**src/rv_decode_pkg.sv**
```systemverilog
package rv_decode_pkg;

    typedef struct packed {
        logic [31:0] instruction;
        logic [31:0] pc;
    } fetch_bus_t;

    typedef struct packed {
        // result group
        logic res_cmp;
        logic res_bits;
        logic res_shift;
        logic res_arith;
        // operation within the group
        logic cmp_eq;
        logic cmp_lts;
        logic cmp_ltu;
        logic cmp_inversed;
        logic bits_and;
        logic bits_or;
        logic bits_xor;
        logic arith_shl;
        logic arith_shr;
        logic arith_sub;
        logic arith_add;
        logic shift_arithmetical; // srai and sra only
    } alu_ctrl_t;

    typedef struct packed {
        logic pc;
        logic r;
    } op1_src_t;

    typedef struct packed {
        logic j;
        logic i;
        logic r;
    } op2_src_t;

    typedef struct packed {
        logic memory;
        logic pc_p4; // link address for jal and jalr
        logic alu;
    } res_src_t;

    typedef struct packed {
        logic        valid;
        logic        inst_supported;
        logic [4:0]  rd;
        logic [4:0]  rs1;
        logic [4:0]  rs2;
        logic [31:0] imm_i;
        logic [31:0] imm_j;
        logic [2:0]  funct3;
        alu_ctrl_t   alu_ctrl;
        op1_src_t    op1_src;
        op2_src_t    op2_src;
        res_src_t    res_src;
        logic        reg_write;
        logic        inst_jalr;
        logic        inst_jal;
        logic        inst_branch;
        logic        inst_store;
        logic [31:0] pc;
    } decode_bus_t;

endpackage

```
**src/rv_isa_pkg.sv**
```systemverilog
package rv_isa_pkg;

    // major opcode, instruction bits 6:2
    typedef enum logic [4:0] {
        OPC_LOAD     = 5'b00000,
        OPC_MISC_MEM = 5'b00011,
        OPC_OP_IMM   = 5'b00100,
        OPC_AUIPC    = 5'b00101,
        OPC_STORE    = 5'b01000,
        OPC_OP       = 5'b01100,
        OPC_LUI      = 5'b01101,
        OPC_BRANCH   = 5'b11000,
        OPC_JALR     = 5'b11001,
        OPC_JAL      = 5'b11011,
        OPC_SYSTEM   = 5'b11100
    } opcode_e;

    localparam logic [1:0] OPC_FULL = 2'b11; // bits 1:0 of every 32-bit word

    localparam logic [6:0] F7_BASE = 7'b0000000;
    localparam logic [6:0] F7_ALT  = 7'b0100000; // sub, sra, srai

    // each class is kept contiguous, ranges are used by the decoder
    typedef enum logic [5:0] {
        INST_NONE,
        INST_BAD,
        INST_LB,
        INST_LH,
        INST_LW,
        INST_LBU,
        INST_LHU,
        INST_SB,
        INST_SH,
        INST_SW,
        INST_ADDI,
        INST_SLTI,
        INST_SLTIU,
        INST_XORI,
        INST_ORI,
        INST_ANDI,
        INST_SLLI,
        INST_SRLI,
        INST_SRAI,
        INST_ADD,
        INST_SUB,
        INST_SLL,
        INST_SLT,
        INST_SLTU,
        INST_XOR,
        INST_SRL,
        INST_SRA,
        INST_OR,
        INST_AND,
        INST_BEQ,
        INST_BNE,
        INST_BLT,
        INST_BGE,
        INST_BLTU,
        INST_BGEU,
        INST_LUI,
        INST_AUIPC,
        INST_JAL,
        INST_JALR,
        INST_FENCE,
        INST_FENCE_I
    } inst_e;

endpackage

```
**src/rv_decode.sv**
```systemverilog
`timescale 1ns/1ps

module rv_decode #(
    parameter int PC_W = 32
) (
    input  logic                       i_clk,
    input  logic                       i_rst,
    input  logic                       i_valid,
    input  rv_decode_pkg::fetch_bus_t  i_fetch,
    output rv_decode_pkg::decode_bus_t o_dec
);

    rv_isa_pkg::inst_e inst;
    logic [4:0]        rd;
    logic [4:0]        rs1;
    logic [4:0]        rs2;
    logic [2:0]        funct3;
    logic [31:0]       imm_i;
    logic [31:0]       imm_j;

    rv_inst_classify u_classify (
        .i_valid  (i_valid),
        .i_instr  (i_fetch.instruction),
        .o_inst   (inst),
        .o_rd     (rd),
        .o_rs1    (rs1),
        .o_rs2    (rs2),
        .o_funct3 (funct3)
    );

    rv_imm_gen u_imm_gen (
        .i_instr (i_fetch.instruction),
        .i_inst  (inst),
        .o_imm_i (imm_i),
        .o_imm_j (imm_j)
    );

    rv_decode_stage #(
        .PC_W (PC_W)
    ) u_stage (
        .i_clk    (i_clk),
        .i_rst    (i_rst),
        .i_valid  (i_valid),
        .i_inst   (inst),
        .i_rd     (rd),
        .i_rs1    (rs1),
        .i_rs2    (rs2),
        .i_funct3 (funct3),
        .i_imm_i  (imm_i),
        .i_imm_j  (imm_j),
        .i_pc     (i_fetch.pc[PC_W-1:0]), // low bits only when PC_W is narrower
        .o_dec    (o_dec)
    );

endmodule

```
**src/rv_decode_stage.sv**
```systemverilog
`timescale 1ns/1ps

module rv_decode_stage #(
    parameter int PC_W = 32
) (
    input  logic                       i_clk,
    input  logic                       i_rst,
    input  logic                       i_valid,
    input  rv_isa_pkg::inst_e          i_inst,
    input  logic [4:0]                 i_rd,
    input  logic [4:0]                 i_rs1,
    input  logic [4:0]                 i_rs2,
    input  logic [2:0]                 i_funct3,
    input  logic [31:0]                i_imm_i,
    input  logic [31:0]                i_imm_j,
    input  logic [PC_W-1:0]            i_pc,
    output rv_decode_pkg::decode_bus_t o_dec
);

    rv_decode_pkg::decode_bus_t dec_d;
    rv_decode_pkg::alu_ctrl_t   alu;
    logic is_load;
    logic is_store;
    logic is_imm;
    logic is_reg;
    logic is_branch;
    logic is_lui;
    logic is_auipc;
    logic is_jal;
    logic is_jalr;
    logic use_imm;

    assign is_load   = i_inst inside {[rv_isa_pkg::INST_LB : rv_isa_pkg::INST_LHU]};
    assign is_store  = i_inst inside {[rv_isa_pkg::INST_SB : rv_isa_pkg::INST_SW]};
    assign is_imm    = i_inst inside {[rv_isa_pkg::INST_ADDI : rv_isa_pkg::INST_SRAI]};
    assign is_reg    = i_inst inside {[rv_isa_pkg::INST_ADD : rv_isa_pkg::INST_AND]};
    assign is_branch = i_inst inside {[rv_isa_pkg::INST_BEQ : rv_isa_pkg::INST_BGEU]};
    assign is_lui    = (i_inst == rv_isa_pkg::INST_LUI);
    assign is_auipc  = (i_inst == rv_isa_pkg::INST_AUIPC);
    assign is_jal    = (i_inst == rv_isa_pkg::INST_JAL);
    assign is_jalr   = (i_inst == rv_isa_pkg::INST_JALR);
    assign use_imm   = is_jalr | is_load | is_imm | is_lui | is_auipc | is_store;

    always_comb begin
        alu = '0;
        case (i_inst) inside
            [rv_isa_pkg::INST_LB : rv_isa_pkg::INST_SW], rv_isa_pkg::INST_ADD,
            rv_isa_pkg::INST_ADDI: begin
                alu.res_arith = 1'b1; // address calc for loads and stores
                alu.arith_add = 1'b1;
            end
            rv_isa_pkg::INST_SUB: begin
                alu.res_arith = 1'b1;
                alu.arith_sub = 1'b1;
            end
            rv_isa_pkg::INST_BEQ, rv_isa_pkg::INST_BNE: begin
                alu.res_cmp = 1'b1;
                alu.cmp_eq  = 1'b1;
            end
            rv_isa_pkg::INST_SLT, rv_isa_pkg::INST_SLTI,
            rv_isa_pkg::INST_BLT, rv_isa_pkg::INST_BGE: begin
                alu.res_cmp = 1'b1;
                alu.cmp_lts = 1'b1;
            end
            rv_isa_pkg::INST_SLTU, rv_isa_pkg::INST_SLTIU,
            rv_isa_pkg::INST_BLTU, rv_isa_pkg::INST_BGEU: begin
                alu.res_cmp = 1'b1;
                alu.cmp_ltu = 1'b1;
            end
            rv_isa_pkg::INST_AND, rv_isa_pkg::INST_ANDI: begin
                alu.res_bits = 1'b1;
                alu.bits_and = 1'b1;
            end
            rv_isa_pkg::INST_OR, rv_isa_pkg::INST_ORI: begin
                alu.res_bits = 1'b1;
                alu.bits_or  = 1'b1;
            end
            rv_isa_pkg::INST_XOR, rv_isa_pkg::INST_XORI: begin
                alu.res_bits = 1'b1;
                alu.bits_xor = 1'b1;
            end
            rv_isa_pkg::INST_SLL, rv_isa_pkg::INST_SLLI: begin
                alu.res_shift = 1'b1;
                alu.arith_shl = 1'b1;
            end
            rv_isa_pkg::INST_SRL, rv_isa_pkg::INST_SRLI: begin
                alu.res_shift = 1'b1;
                alu.arith_shr = 1'b1;
            end
            rv_isa_pkg::INST_SRA, rv_isa_pkg::INST_SRAI: begin
                alu.res_shift          = 1'b1;
                alu.arith_shr          = 1'b1;
                alu.shift_arithmetical = 1'b1;
            end
            default: ;
        endcase
        alu.cmp_inversed = is_branch & i_funct3[0]; // bne, bge, bgeu
    end

    always_comb begin
        dec_d.valid          = i_valid;
        dec_d.inst_supported = (i_inst != rv_isa_pkg::INST_BAD);
        dec_d.rd             = i_rd;
        dec_d.rs1            = i_rs1;
        dec_d.rs2            = i_rs2;
        dec_d.imm_i          = i_imm_i;
        dec_d.imm_j          = i_imm_j;
        dec_d.funct3         = i_funct3;
        dec_d.alu_ctrl       = alu;
        dec_d.op1_src.pc     = is_auipc | is_jal;
        dec_d.op1_src.r      = !(is_auipc | is_jal);
        dec_d.op2_src.j      = is_jal;
        dec_d.op2_src.i      = use_imm;
        dec_d.op2_src.r      = !(is_jal | use_imm);
        dec_d.res_src.memory = is_load;
        dec_d.res_src.pc_p4  = is_jal | is_jalr;
        dec_d.res_src.alu    = !(is_load | is_jal | is_jalr);
        dec_d.reg_write      = is_load | is_imm | is_reg | is_lui | is_auipc | is_jal | is_jalr;
        dec_d.inst_jalr      = is_jalr;
        dec_d.inst_jal       = is_jal;
        dec_d.inst_branch    = is_branch;
        dec_d.inst_store     = is_store;
        dec_d.pc             = 32'(i_pc); // zero extended
    end

    always_ff @(posedge i_clk) begin
        o_dec <= dec_d;
        if (i_rst) begin // payload fields keep loading
            o_dec.valid          <= 1'b0;
            o_dec.inst_supported <= 1'b0;
            o_dec.alu_ctrl       <= '0;
            o_dec.op1_src        <= '0;
            o_dec.op2_src        <= '0;
            o_dec.res_src        <= '0;
            o_dec.reg_write      <= 1'b0;
            o_dec.inst_jalr      <= 1'b0;
            o_dec.inst_jal       <= 1'b0;
            o_dec.inst_branch    <= 1'b0;
            o_dec.inst_store     <= 1'b0;
        end
    end

    // write-back only ever comes from a valid word the classifier accepted
    assert property (@(posedge i_clk) disable iff (i_rst)
        o_dec.reg_write |-> (o_dec.valid && o_dec.inst_supported))
        else $error("reg_write set without a valid supported instruction");

endmodule

```
**src/rv_imm_gen.sv**
```systemverilog
`timescale 1ns/1ps

module rv_imm_gen (
    input  logic [31:0]       i_instr,
    input  rv_isa_pkg::inst_e i_inst,
    output logic [31:0]       o_imm_i,
    output logic [31:0]       o_imm_j
);

    logic [31:0] imm_i;
    logic [31:0] imm_s;
    logic [31:0] imm_b;
    logic [31:0] imm_u;
    logic [31:0] imm_j;
    logic        is_u;
    logic        is_s;

    assign imm_i = {{21{i_instr[31]}}, i_instr[30:20]};
    assign imm_s = {{21{i_instr[31]}}, i_instr[30:25], i_instr[11:7]};
    assign imm_b = {{20{i_instr[31]}}, i_instr[7], i_instr[30:25], i_instr[11:8], 1'b0};
    assign imm_u = {i_instr[31:12], 12'b0};
    assign imm_j = {{12{i_instr[31]}}, i_instr[19:12], i_instr[20], i_instr[30:21], 1'b0};

    assign is_u = (i_inst == rv_isa_pkg::INST_LUI) || (i_inst == rv_isa_pkg::INST_AUIPC);
    assign is_s = i_inst inside {[rv_isa_pkg::INST_SB : rv_isa_pkg::INST_SW]};

    assign o_imm_i = is_u ? imm_u : (is_s ? imm_s : imm_i);
    assign o_imm_j = (i_inst == rv_isa_pkg::INST_JAL) ? imm_j : imm_b; // branch offset otherwise

    always_comb begin
        if (is_u) begin
            assert final (o_imm_i[11:0] == 12'b0)
                else $error("upper immediate with nonzero low bits: %h", o_imm_i);
        end
    end

endmodule

```
**src/rv_inst_classify.sv**
```systemverilog
`timescale 1ns/1ps

module rv_inst_classify (
    input  logic              i_valid,
    input  logic [31:0]       i_instr,
    output rv_isa_pkg::inst_e o_inst,
    output logic [4:0]        o_rd,
    output logic [4:0]        o_rs1,
    output logic [4:0]        o_rs2,
    output logic [2:0]        o_funct3
);

    rv_isa_pkg::opcode_e opcode;
    logic [2:0]          funct3;
    logic [6:0]          funct7;
    logic                base_f7;
    logic                alt_f7;

    assign opcode  = rv_isa_pkg::opcode_e'(i_instr[6:2]);
    assign funct3  = i_instr[14:12];
    assign funct7  = i_instr[31:25];
    assign base_f7 = (funct7 == rv_isa_pkg::F7_BASE);
    assign alt_f7  = (funct7 == rv_isa_pkg::F7_ALT);

    always_comb begin
        o_inst = rv_isa_pkg::INST_BAD; // anything unmatched
        if (!i_valid || i_instr == '0) begin
            o_inst = rv_isa_pkg::INST_NONE;
        end else if (i_instr[1:0] == rv_isa_pkg::OPC_FULL) begin
            case (opcode)
                rv_isa_pkg::OPC_LOAD: begin
                    case (funct3)
                        3'b000: o_inst = rv_isa_pkg::INST_LB;
                        3'b001: o_inst = rv_isa_pkg::INST_LH;
                        3'b010: o_inst = rv_isa_pkg::INST_LW;
                        3'b100: o_inst = rv_isa_pkg::INST_LBU;
                        3'b101: o_inst = rv_isa_pkg::INST_LHU;
                        default: ;
                    endcase
                end
                rv_isa_pkg::OPC_STORE: begin
                    case (funct3)
                        3'b000: o_inst = rv_isa_pkg::INST_SB;
                        3'b001: o_inst = rv_isa_pkg::INST_SH;
                        3'b010: o_inst = rv_isa_pkg::INST_SW;
                        default: ;
                    endcase
                end
                rv_isa_pkg::OPC_OP_IMM: begin
                    case (funct3)
                        3'b000: o_inst = rv_isa_pkg::INST_ADDI;
                        3'b010: o_inst = rv_isa_pkg::INST_SLTI;
                        3'b011: o_inst = rv_isa_pkg::INST_SLTIU;
                        3'b100: o_inst = rv_isa_pkg::INST_XORI;
                        3'b110: o_inst = rv_isa_pkg::INST_ORI;
                        3'b111: o_inst = rv_isa_pkg::INST_ANDI;
                        3'b001: begin
                            if (base_f7) o_inst = rv_isa_pkg::INST_SLLI;
                        end
                        default: begin // 3'b101
                            if (base_f7) o_inst = rv_isa_pkg::INST_SRLI;
                            else if (alt_f7) o_inst = rv_isa_pkg::INST_SRAI;
                        end
                    endcase
                end
                rv_isa_pkg::OPC_OP: begin
                    if (base_f7) begin
                        case (funct3)
                            3'b000: o_inst = rv_isa_pkg::INST_ADD;
                            3'b001: o_inst = rv_isa_pkg::INST_SLL;
                            3'b010: o_inst = rv_isa_pkg::INST_SLT;
                            3'b011: o_inst = rv_isa_pkg::INST_SLTU;
                            3'b100: o_inst = rv_isa_pkg::INST_XOR;
                            3'b101: o_inst = rv_isa_pkg::INST_SRL;
                            3'b110: o_inst = rv_isa_pkg::INST_OR;
                            default: o_inst = rv_isa_pkg::INST_AND;
                        endcase
                    end else if (alt_f7 && funct3 == 3'b000) begin
                        o_inst = rv_isa_pkg::INST_SUB;
                    end else if (alt_f7 && funct3 == 3'b101) begin
                        o_inst = rv_isa_pkg::INST_SRA;
                    end
                end
                rv_isa_pkg::OPC_BRANCH: begin
                    case (funct3)
                        3'b000: o_inst = rv_isa_pkg::INST_BEQ;
                        3'b001: o_inst = rv_isa_pkg::INST_BNE;
                        3'b100: o_inst = rv_isa_pkg::INST_BLT;
                        3'b101: o_inst = rv_isa_pkg::INST_BGE;
                        3'b110: o_inst = rv_isa_pkg::INST_BLTU;
                        3'b111: o_inst = rv_isa_pkg::INST_BGEU;
                        default: ;
                    endcase
                end
                rv_isa_pkg::OPC_MISC_MEM: begin
                    if (funct3 == 3'b000) o_inst = rv_isa_pkg::INST_FENCE;
                    else if (funct3 == 3'b001) o_inst = rv_isa_pkg::INST_FENCE_I;
                end
                rv_isa_pkg::OPC_JALR: begin
                    if (funct3 == 3'b000) o_inst = rv_isa_pkg::INST_JALR;
                end
                rv_isa_pkg::OPC_JAL:   o_inst = rv_isa_pkg::INST_JAL;
                rv_isa_pkg::OPC_LUI:   o_inst = rv_isa_pkg::INST_LUI;
                rv_isa_pkg::OPC_AUIPC: o_inst = rv_isa_pkg::INST_AUIPC;
                default: ; // system and reserved opcodes
            endcase
        end
    end

    assign o_rd     = i_instr[11:7];
    assign o_rs1    = (o_inst == rv_isa_pkg::INST_LUI) ? 5'd0 : i_instr[19:15];
    assign o_rs2    = i_instr[24:20];
    assign o_funct3 = funct3;

    // compressed-looking words are rejected, never decoded as something else
    always_comb begin
        if (i_valid && i_instr != '0 && i_instr[1:0] != rv_isa_pkg::OPC_FULL) begin
            assert final (o_inst == rv_isa_pkg::INST_BAD)
                else $error("16-bit word not reported unsupported: %h", i_instr);
        end
    end

endmodule

```
**config.mk**
```make
export PLATFORM = sky130hd
export DESIGN_NAME = rv_decode
export DESIGN_NICKNAME = d
export VERILOG_FILES = /design/src/rv_decode_pkg.sv /design/src/rv_isa_pkg.sv /design/src/rv_decode.sv /design/src/rv_decode_stage.sv /design/src/rv_imm_gen.sv /design/src/rv_inst_classify.sv
export SDC_FILE = /design/constraint.sdc
export NUM_CORES = 1
export LEC_CHECK = 0
export ABC_AREA = 1
export BUFFER_PORTS_ARGS = -buffer_cell sky130_fd_sc_hd__buf_4
export CAP_MARGIN = 20
export CORE_ASPECT_RATIO = 1.2
export CORE_UTILIZATION = 40
export CTS_CLUSTER_DIAMETER = 30
export DETAILED_ROUTE_END_ITERATION = 8
export PLACE_DENSITY = 0.65
export SETUP_SLACK_MARGIN = 0.15
export SKIP_LAST_GASP = 1
export SYNTH_ARGS = -nofsm -noshare
export SYNTH_HDL_FRONTEND = slang
export SYNTH_SLANG_ARGS = --single-unit
```
**constraint.sdc**
```tcl
create_clock -name i_clk -period 2.2 [get_ports i_clk]
set_input_delay 0.11 -clock i_clk [delete_from_list [all_inputs] [get_ports i_clk]]
set_output_delay 0.11 -clock i_clk [all_outputs]
set_load 0.01 [all_outputs]
```
Yosys cells after proc, flatten, opt, wreduce, memory -nomap -nowiden
Index checks and enable logic that the tools add are counted.
{ "op_classes": {"n_eq_ne": 48, "magnitude_cmp": 10, "reduce_logical": 38, "bitwise_logic": 17, "muxes": 37} }
{ "ops": {"columns": ["cell", "n"], "rows": [
  ["== test 6 x 5 -> 1 bit, second input constant", 16],
  ["one-hot mux 6 bit (10 select lines)", 1],
  ["two-way mux 6 bit", 8],
  ["== test 6 bit, second input constant", 7],
  ["one-hot mux 6 bit (7 select lines)", 1],
  ["== test 6 x 4 -> 1 bit, second input constant", 6],
  ["one-hot mux 6 bit (6 select lines)", 1],
  ["zero test 32 bit", 1],
  ["two-way mux 31 bit", 1],
  ["one-hot mux 4 bit (7 select lines)", 1],
  ["OR reduction 25 bit", 1],
  ["OR reduction 23 bit", 1],
  ["OR reduction 21 bit", 1],
  ["two-way mux 20 bit", 1],
  ["two-way mux 5 bit", 4],
  ["OR reduction 19 bit", 1],
  ["two-way mux 1 bit", 17],
  ["OR reduction 17 bit", 1],
  ["bitwise OR 1 bit", 16],
  ["== test 5 x 4 -> 1 bit, second input constant", 3],
  ["== test 5 bit, second input constant", 3],
  ["one-hot mux 3 bit (5 select lines)", 1],
  ["OR reduction 15 bit", 1],
  ["OR reduction 2 bit", 7],
  ["other kinds (29)", 49]
]} }
{ "word_totals": {"reg_bits": 133, "word_cells": 188, "output_inout_bits": 145} }

Depth between registers and ports, before layout
{ "logic_depth": {"word_depth": 17, "mapped_depth": 19, "depth_no_buf": 18} }

Cells and area by module
From an unflattened synthesis, not the netlist that was laid out.
{ "unflattened": {"cells_unflattened": 652, "area_unflattened_um2": 5507.8} }
{ "by_module_without_submodules": {"columns": ["module", "seq_area_each_um2", "area_per_inst_um2", "cells_each", "n_inst"], "rows": [
  ["rv_decode_stage", 2882.8, 3593.4, 304, 1],
  ["rv_inst_classify", 0.0, 1106.1, 208, 1],
  ["rv_imm_gen", 0.0, 808.3, 140, 1]
]} }

Least setup slack after synthesis
OpenSTA, ideal clock, no wires.
{ "synth_path": {"path_kind": "in2reg", "startpoint": "input port i_fetch[44] in the netlist's numbering", "endpoint": "register u_stage.o_dec[36] (netlist name)", "required_time_ps": 2072, "n_path_buf": 1, "path_stages": 17, "arrival_time_ps": 1666, "slack_ps": 406, "path_cell_list": "buf_6 > inv_6 > nand2_2 > nor2_4 > inv_1 > nand2_1 > nand2_1 > nor2_2 > nand4_2 > nand2_4 > nor2_4 > nand3_2 > inv_2 > nor2_8 > nand3_2 > nor2_1 > nor2_1"} }
{ "synth_between": {"elab_chain_len": 16, "elab_cells_between_ends": 45, "cone_classes": "order compare: 6; eq/ne: 11; mux: 14; bitwise: 6; reduce/logical: 8"} }
{ "synth_rtl": {"columns": ["element", "line_no", "text"], "rows": [
  ["start, declared", "rv_decode.sv:9", "input rv_decode_pkg::fetch_bus_t i_fetch,"],
  ["== test 3 bit", null, null],
  ["logical AND 1 bit", "rv_inst_classify.sv:80", "end else if (alt_f7 && funct3 == 3'b101) begin"],
  ["two-way mux 5 bit", "rv_inst_classify.sv:80", null],
  ["two-way mux 6 bit", "rv_inst_classify.sv:78", "end else if (alt_f7 && funct3 == 3'b000) begin"],
  ["two-way mux 6 bit", "rv_inst_classify.sv:67", "if (base_f7) begin"],
  ["one-hot mux 6 bit (10 select lines)", "rv_inst_classify.sv:30", "case (opcode)"],
  ["two-way mux 6 bit", "rv_inst_classify.sv:29", "end else if (i_instr[1:0] == rv_isa_pkg::OPC_FULL) begin"],
  ["two-way mux 6 bit (*)", "rv_inst_classify.sv:27", "if (!i_valid || i_instr == '0) begin"],
  [">= comparator 6 x 2 -> 1 bit (tied with other cells)", "rv_decode_stage.sv:33", "assign is_load = i_inst inside {[rv_isa_pkg::INST_LB : rv_isa_pkg::INST_LHU]};"],
  ["logical AND 1 bit, on equally long branches", "rv_decode_stage.sv:33, rv_decode_stage.sv:35", null],
  ["bitwise OR 1 bit (5 in series)", "rv_decode_stage.sv:118", "dec_d.reg_write = is_load | is_imm | is_reg | is_lui | is_auipc | is_jal | is_jalr;"],
  ["bitwise OR 1 bit (*)", "rv_decode_stage.sv:118", null]
]} }
Mark *: on every way between the ends. The rest lies on a longest branch, timed or not.
A chain may end at the register's enable or synchronous reset.

Final worst setup path
{ "layout_path": {"startpoint": "input port i_fetch[45] in the netlist's numbering", "endpoint": "register u_stage.o_dec[60] (netlist name)"} }
{ "layout_between": {"elab_chain_len": 13, "elab_cells_between_ends": 49, "cone_classes": "order compare: 2; eq/ne: 20; mux: 17; reduce/logical: 10"} }
{ "layout_rtl": {"columns": ["element", "line_no", "text"], "rows": [
  ["== test 3 bit", null, null],
  ["logical AND 1 bit", "rv_inst_classify.sv:80", null],
  ["two-way mux 5 bit", "rv_inst_classify.sv:80", null],
  ["two-way mux 6 bit", "rv_inst_classify.sv:78", null],
  ["two-way mux 6 bit", "rv_inst_classify.sv:67", null],
  ["one-hot mux 6 bit (10 select lines)", "rv_inst_classify.sv:30", null],
  ["two-way mux 6 bit", "rv_inst_classify.sv:29", null],
  ["two-way mux 6 bit (*)", "rv_inst_classify.sv:27", null],
  ["== test 6 bit (no line) (tied with other cells)", null, null],
  ["OR reduction 4 bit", null, null],
  ["two-way mux 1 bit (3 in series)", "rv_decode_stage.sv:46", "case (i_inst) inside"]
]} }
Marked as above.

==> results.md <==
* Number of buffers inserted during clock tree synthesis at 17
* Total of warnings raised by yosys at 0
* Num Clock Sinks at between 100 and 150
* Max-cap violations at 0
* Fraction of final layout cells with drive strength greater than 1 at 40.2%
* X dimension of the die at 105 um
* Fraction of post-synthesis cell area in the top cell type by area at 51.2%
* Synthesized area per cell at 8.41 um2
* Largest registers: u_stage.o_dec x131
* Clock tree buffer depth at 2
* Most common cell after layout, fill and taps aside: sky130_fd_sc_hd__buf_4
* Global-route wire length before repair at 26200 um
* Total power density per cell area at 716 nW/um2
* Overall global routing resource usage at 25.9%
* Starting DRT DRC Count at 210
* Maximum fanout along the worst path at 10
* Sequential-to-total area share from yosys stat at 51.2%
* Post-detailed-route via-to-cell ratio at 4.61
* Die span in y at 126 um
* Antenna violations before repair at 0
* Critical path endpoint category: flop
* Kind of start point of the critical path: input port
* Number of global-route vias before repair at 5113
* Final count of pins violating max slew at 0
* Worst EP arrival at 2.13 ns
* Floorplan die area at 13300 um2
* Delay of the slowest cell on the worst path at 0.22 ns
* Synth area leader: sky130_fd_sc_hd__dfxtp_1
* Setup repair after global routing missed its margin: false
* Count of H-tree levels built during CTS at 4
* Hold Vio Cnt, Final at 0
* Static leakage at 0.00417 uW
* Routed wire length at 16700 um
* Worst path most repeated cell: sky130_fd_sc_hd__nand2_1
* Maximum clock frequency at 0.547 GHz
* Sum of overflow across all layers after global routing at 0
* Worst Path Buf+Inv at 5
* Type of the worst min-delay path: input port to flop
* Worst-case hold slack at 0.0173 ns
* Syn nets at 676
* Hpwl dp at ~13000 um
* Detailed-route DRC error count at 0
* Final critical delay including setup and external delays at 1.83 ns
* Via count of the routed design at 4997
* Overall power at 5820 uW
* Most frequent cells in the layout: 251 x sky130_fd_sc_hd__buf_4, 131 x sky130_fd_sc_hd__dfxtp_1, 124 x sky130_fd_sc_hd__nand2_1
* Clock tree from TritonCTS: built
* Top Family by Delay on Critical Path: simple AND/OR/NAND/NOR gates
* Wirelength per Cell at 15.4 um
* Count of endpoints failing setup in the final report at 0
* Total inserted antenna cells at 0
* Clk Tree Root Cell: sky130_fd_sc_hd__clkbuf_16
* Critical-path cell list: buf_4 > inv_1 > nand2_2 > nor2_2 > inv_1 > nand2_1 > nand2_1 > nor2_1 > nand4_2 > nand2_4 > nor2_4 > buf_4 > nand2_1 > nand3_1 > nor2_1 > nand2_1 > nand2_1 > inv_1
* Placer's final routability congestion estimate at between 0.8 and 0.9
* Initial standard-cell utilization of the core at 41.7%
* Length of the first detailed-routing pass in iterations at 4
* Register with the most flip-flops: u_stage.o_dec
* Reg clk slew, reported paths at 0.06 ns
* Synthesized flop and latch total at 131
* Number of nets with antenna violations after routing at 0
* Slowest-stage cell, CP: sky130_fd_sc_hd__nand2_4
* Post-CTS setup buffers at 0
* Critical Path RT at 2.50 ns
* Number of I/O pins at 212
* Yosys cell types at 38
* Worst vdd rail ir drop at 0.000462 V
* Setup TNS at 0 ns
* Pin count of the biggest net entering global routing at 21
* Worst Path Class, Setup: input port to flop
* Tcrit/Tclk final at 83.0%
* Number of standard cells after synthesis at 609
* Total Nets Final at 977
* Core footprint at 12300 um2
* Count of input and output buffers at 210
* Most area-consuming cells after synthesis: sky130_fd_sc_hd__dfxtp_1 51%, sky130_fd_sc_hd__nand2_1 9.2%, sky130_fd_sc_hd__nor2_1 6.8%
* Result of the run: finished, final reports clean
* Synth-to-Final Area Change at 58.7%
* Max reg flops at about 130
* Site row count at 44
* Netlist area before placement at 5120 um2
-- stage by stage --
step	instances	instance area, um2	setup WS [ns]	utilization [%]
6_report	1084	8130	0.373	66.2
5_1_grt	1084	8130	0.175	66.2
4_1_cts	1084	8120	0.312	66.1
3_5_place_dp	996	7000	-0.119	57.0
3_3_place_gp	996	7000	-0.170	57.0
2_1_floorplan	609	5120	0.406	-
-- metal layers --
layer | vias to the layer above | track usage [%] | part of all wire (%)
met2 | 185 | 49.8 | 55
li1 | 2500 | - | -
met1 | 2281 | 26.1 | 36
met5 | - | 0 | 0
met4 | 0 | 12.1 | 3.3
met3 | 31 | 5.75 | 5.3
-- path summary, 6_finish.rpt --
check | start | end | slack [ns] | cells after the start
max | i_fetch[45] | u_stage.o_dec[60] | 0.37 | 18
min | i_fetch[54] | u_stage.o_dec[66] | 0.02 | 3
-- cell families (layout without fill, tap and decap cells) --
logic type,count (synthesis),count (layout),synth area share [%]
AO/OA/AOI/OAI,69,69,8.80
other,1,1,0.0733
buffers and inverters,94,408,9.58
AND/OR/NAND/NOR,314,314,30.3
flip-flops,131,131,51.2
-- cells in the mapped netlist --
library cell / instances
sky130_fd_sc_hd__buf_2: 1
sky130_fd_sc_hd__nand3_2: 5
sky130_fd_sc_hd__clkbuf_1: 2
sky130_fd_sc_hd__o21ai_1: 6
sky130_fd_sc_hd__nand2_8: 1
sky130_fd_sc_hd__a31oi_1: 1
sky130_fd_sc_hd__a21oi_1: 18
sky130_fd_sc_hd__o21ai_4: 1
sky130_fd_sc_hd__nand3_1: 35
sky130_fd_sc_hd__nand4_1: 4
sky130_fd_sc_hd__buf_12: 3
sky130_fd_sc_hd__nand2_1: 125
sky130_fd_sc_hd__nor2_2: 8
sky130_fd_sc_hd__nor4_1: 1
sky130_fd_sc_hd__nand2_2: 11
sky130_fd_sc_hd__a21boi_1: 1
sky130_fd_sc_hd__nor2_4: 11
sky130_fd_sc_hd__nand2_4: 6
sky130_fd_sc_hd__buf_4: 17
sky130_fd_sc_hd__o21ai_0: 18
sky130_fd_sc_hd__nor2_1: 93
sky130_fd_sc_hd__dfxtp_1: 131
sky130_fd_sc_hd__and3_1: 1
sky130_fd_sc_hd__nor2_8: 2
sky130_fd_sc_hd__nor3_1: 5
sky130_fd_sc_hd__conb_1: 1
sky130_fd_sc_hd__nand4_2: 1
sky130_fd_sc_hd__buf_6: 2
sky130_fd_sc_hd__inv_6: 1
sky130_fd_sc_hd__a21oi_2: 1
sky130_fd_sc_hd__nor3b_1: 1
sky130_fd_sc_hd__inv_2: 10
sky130_fd_sc_hd__nor3_2: 2
sky130_fd_sc_hd__clkbuf_2: 1
sky130_fd_sc_hd__inv_4: 1
sky130_fd_sc_hd__o21ai_2: 23
sky130_fd_sc_hd__inv_1: 56
sky130_fd_sc_hd__nand3_4: 2
-- where the power goes --
group | switching (uW) | internal [uW]
logic | 355 | 369
clock network | 1010 | 1570
registers | 40.3 | 2480
total | 1400 | 4420
-- tightest hold or removal path, cell delays in order --
cell and delay [ns]:
sky130_fd_sc_hd__buf_4 0.09, sky130_fd_sc_hd__inv_1 0.07, sky130_fd_sc_hd__o21ai_1 0.12
-- cell type report --
cell class / instances / area, um2
clock inverters: 10 / 73.8
fillers: 984 / 4150
clock buffers: 22 / 484
inverters: 68 / 263
well taps: 161 / 201
flip-flops and latches: 131 / 2620
multi-input cells: 384 / 2020
repair buffers: 308 / 2460
-- timing repair --
item / 4_1_cts / 5_1_grt
hold buffers: 56 / 0
setup endpoints to repair: 0 / 34
gates resized for setup: 0 / 4
hold endpoints to repair: 76 / 0
Note: power is estimated with default switching activity, not from simulation.
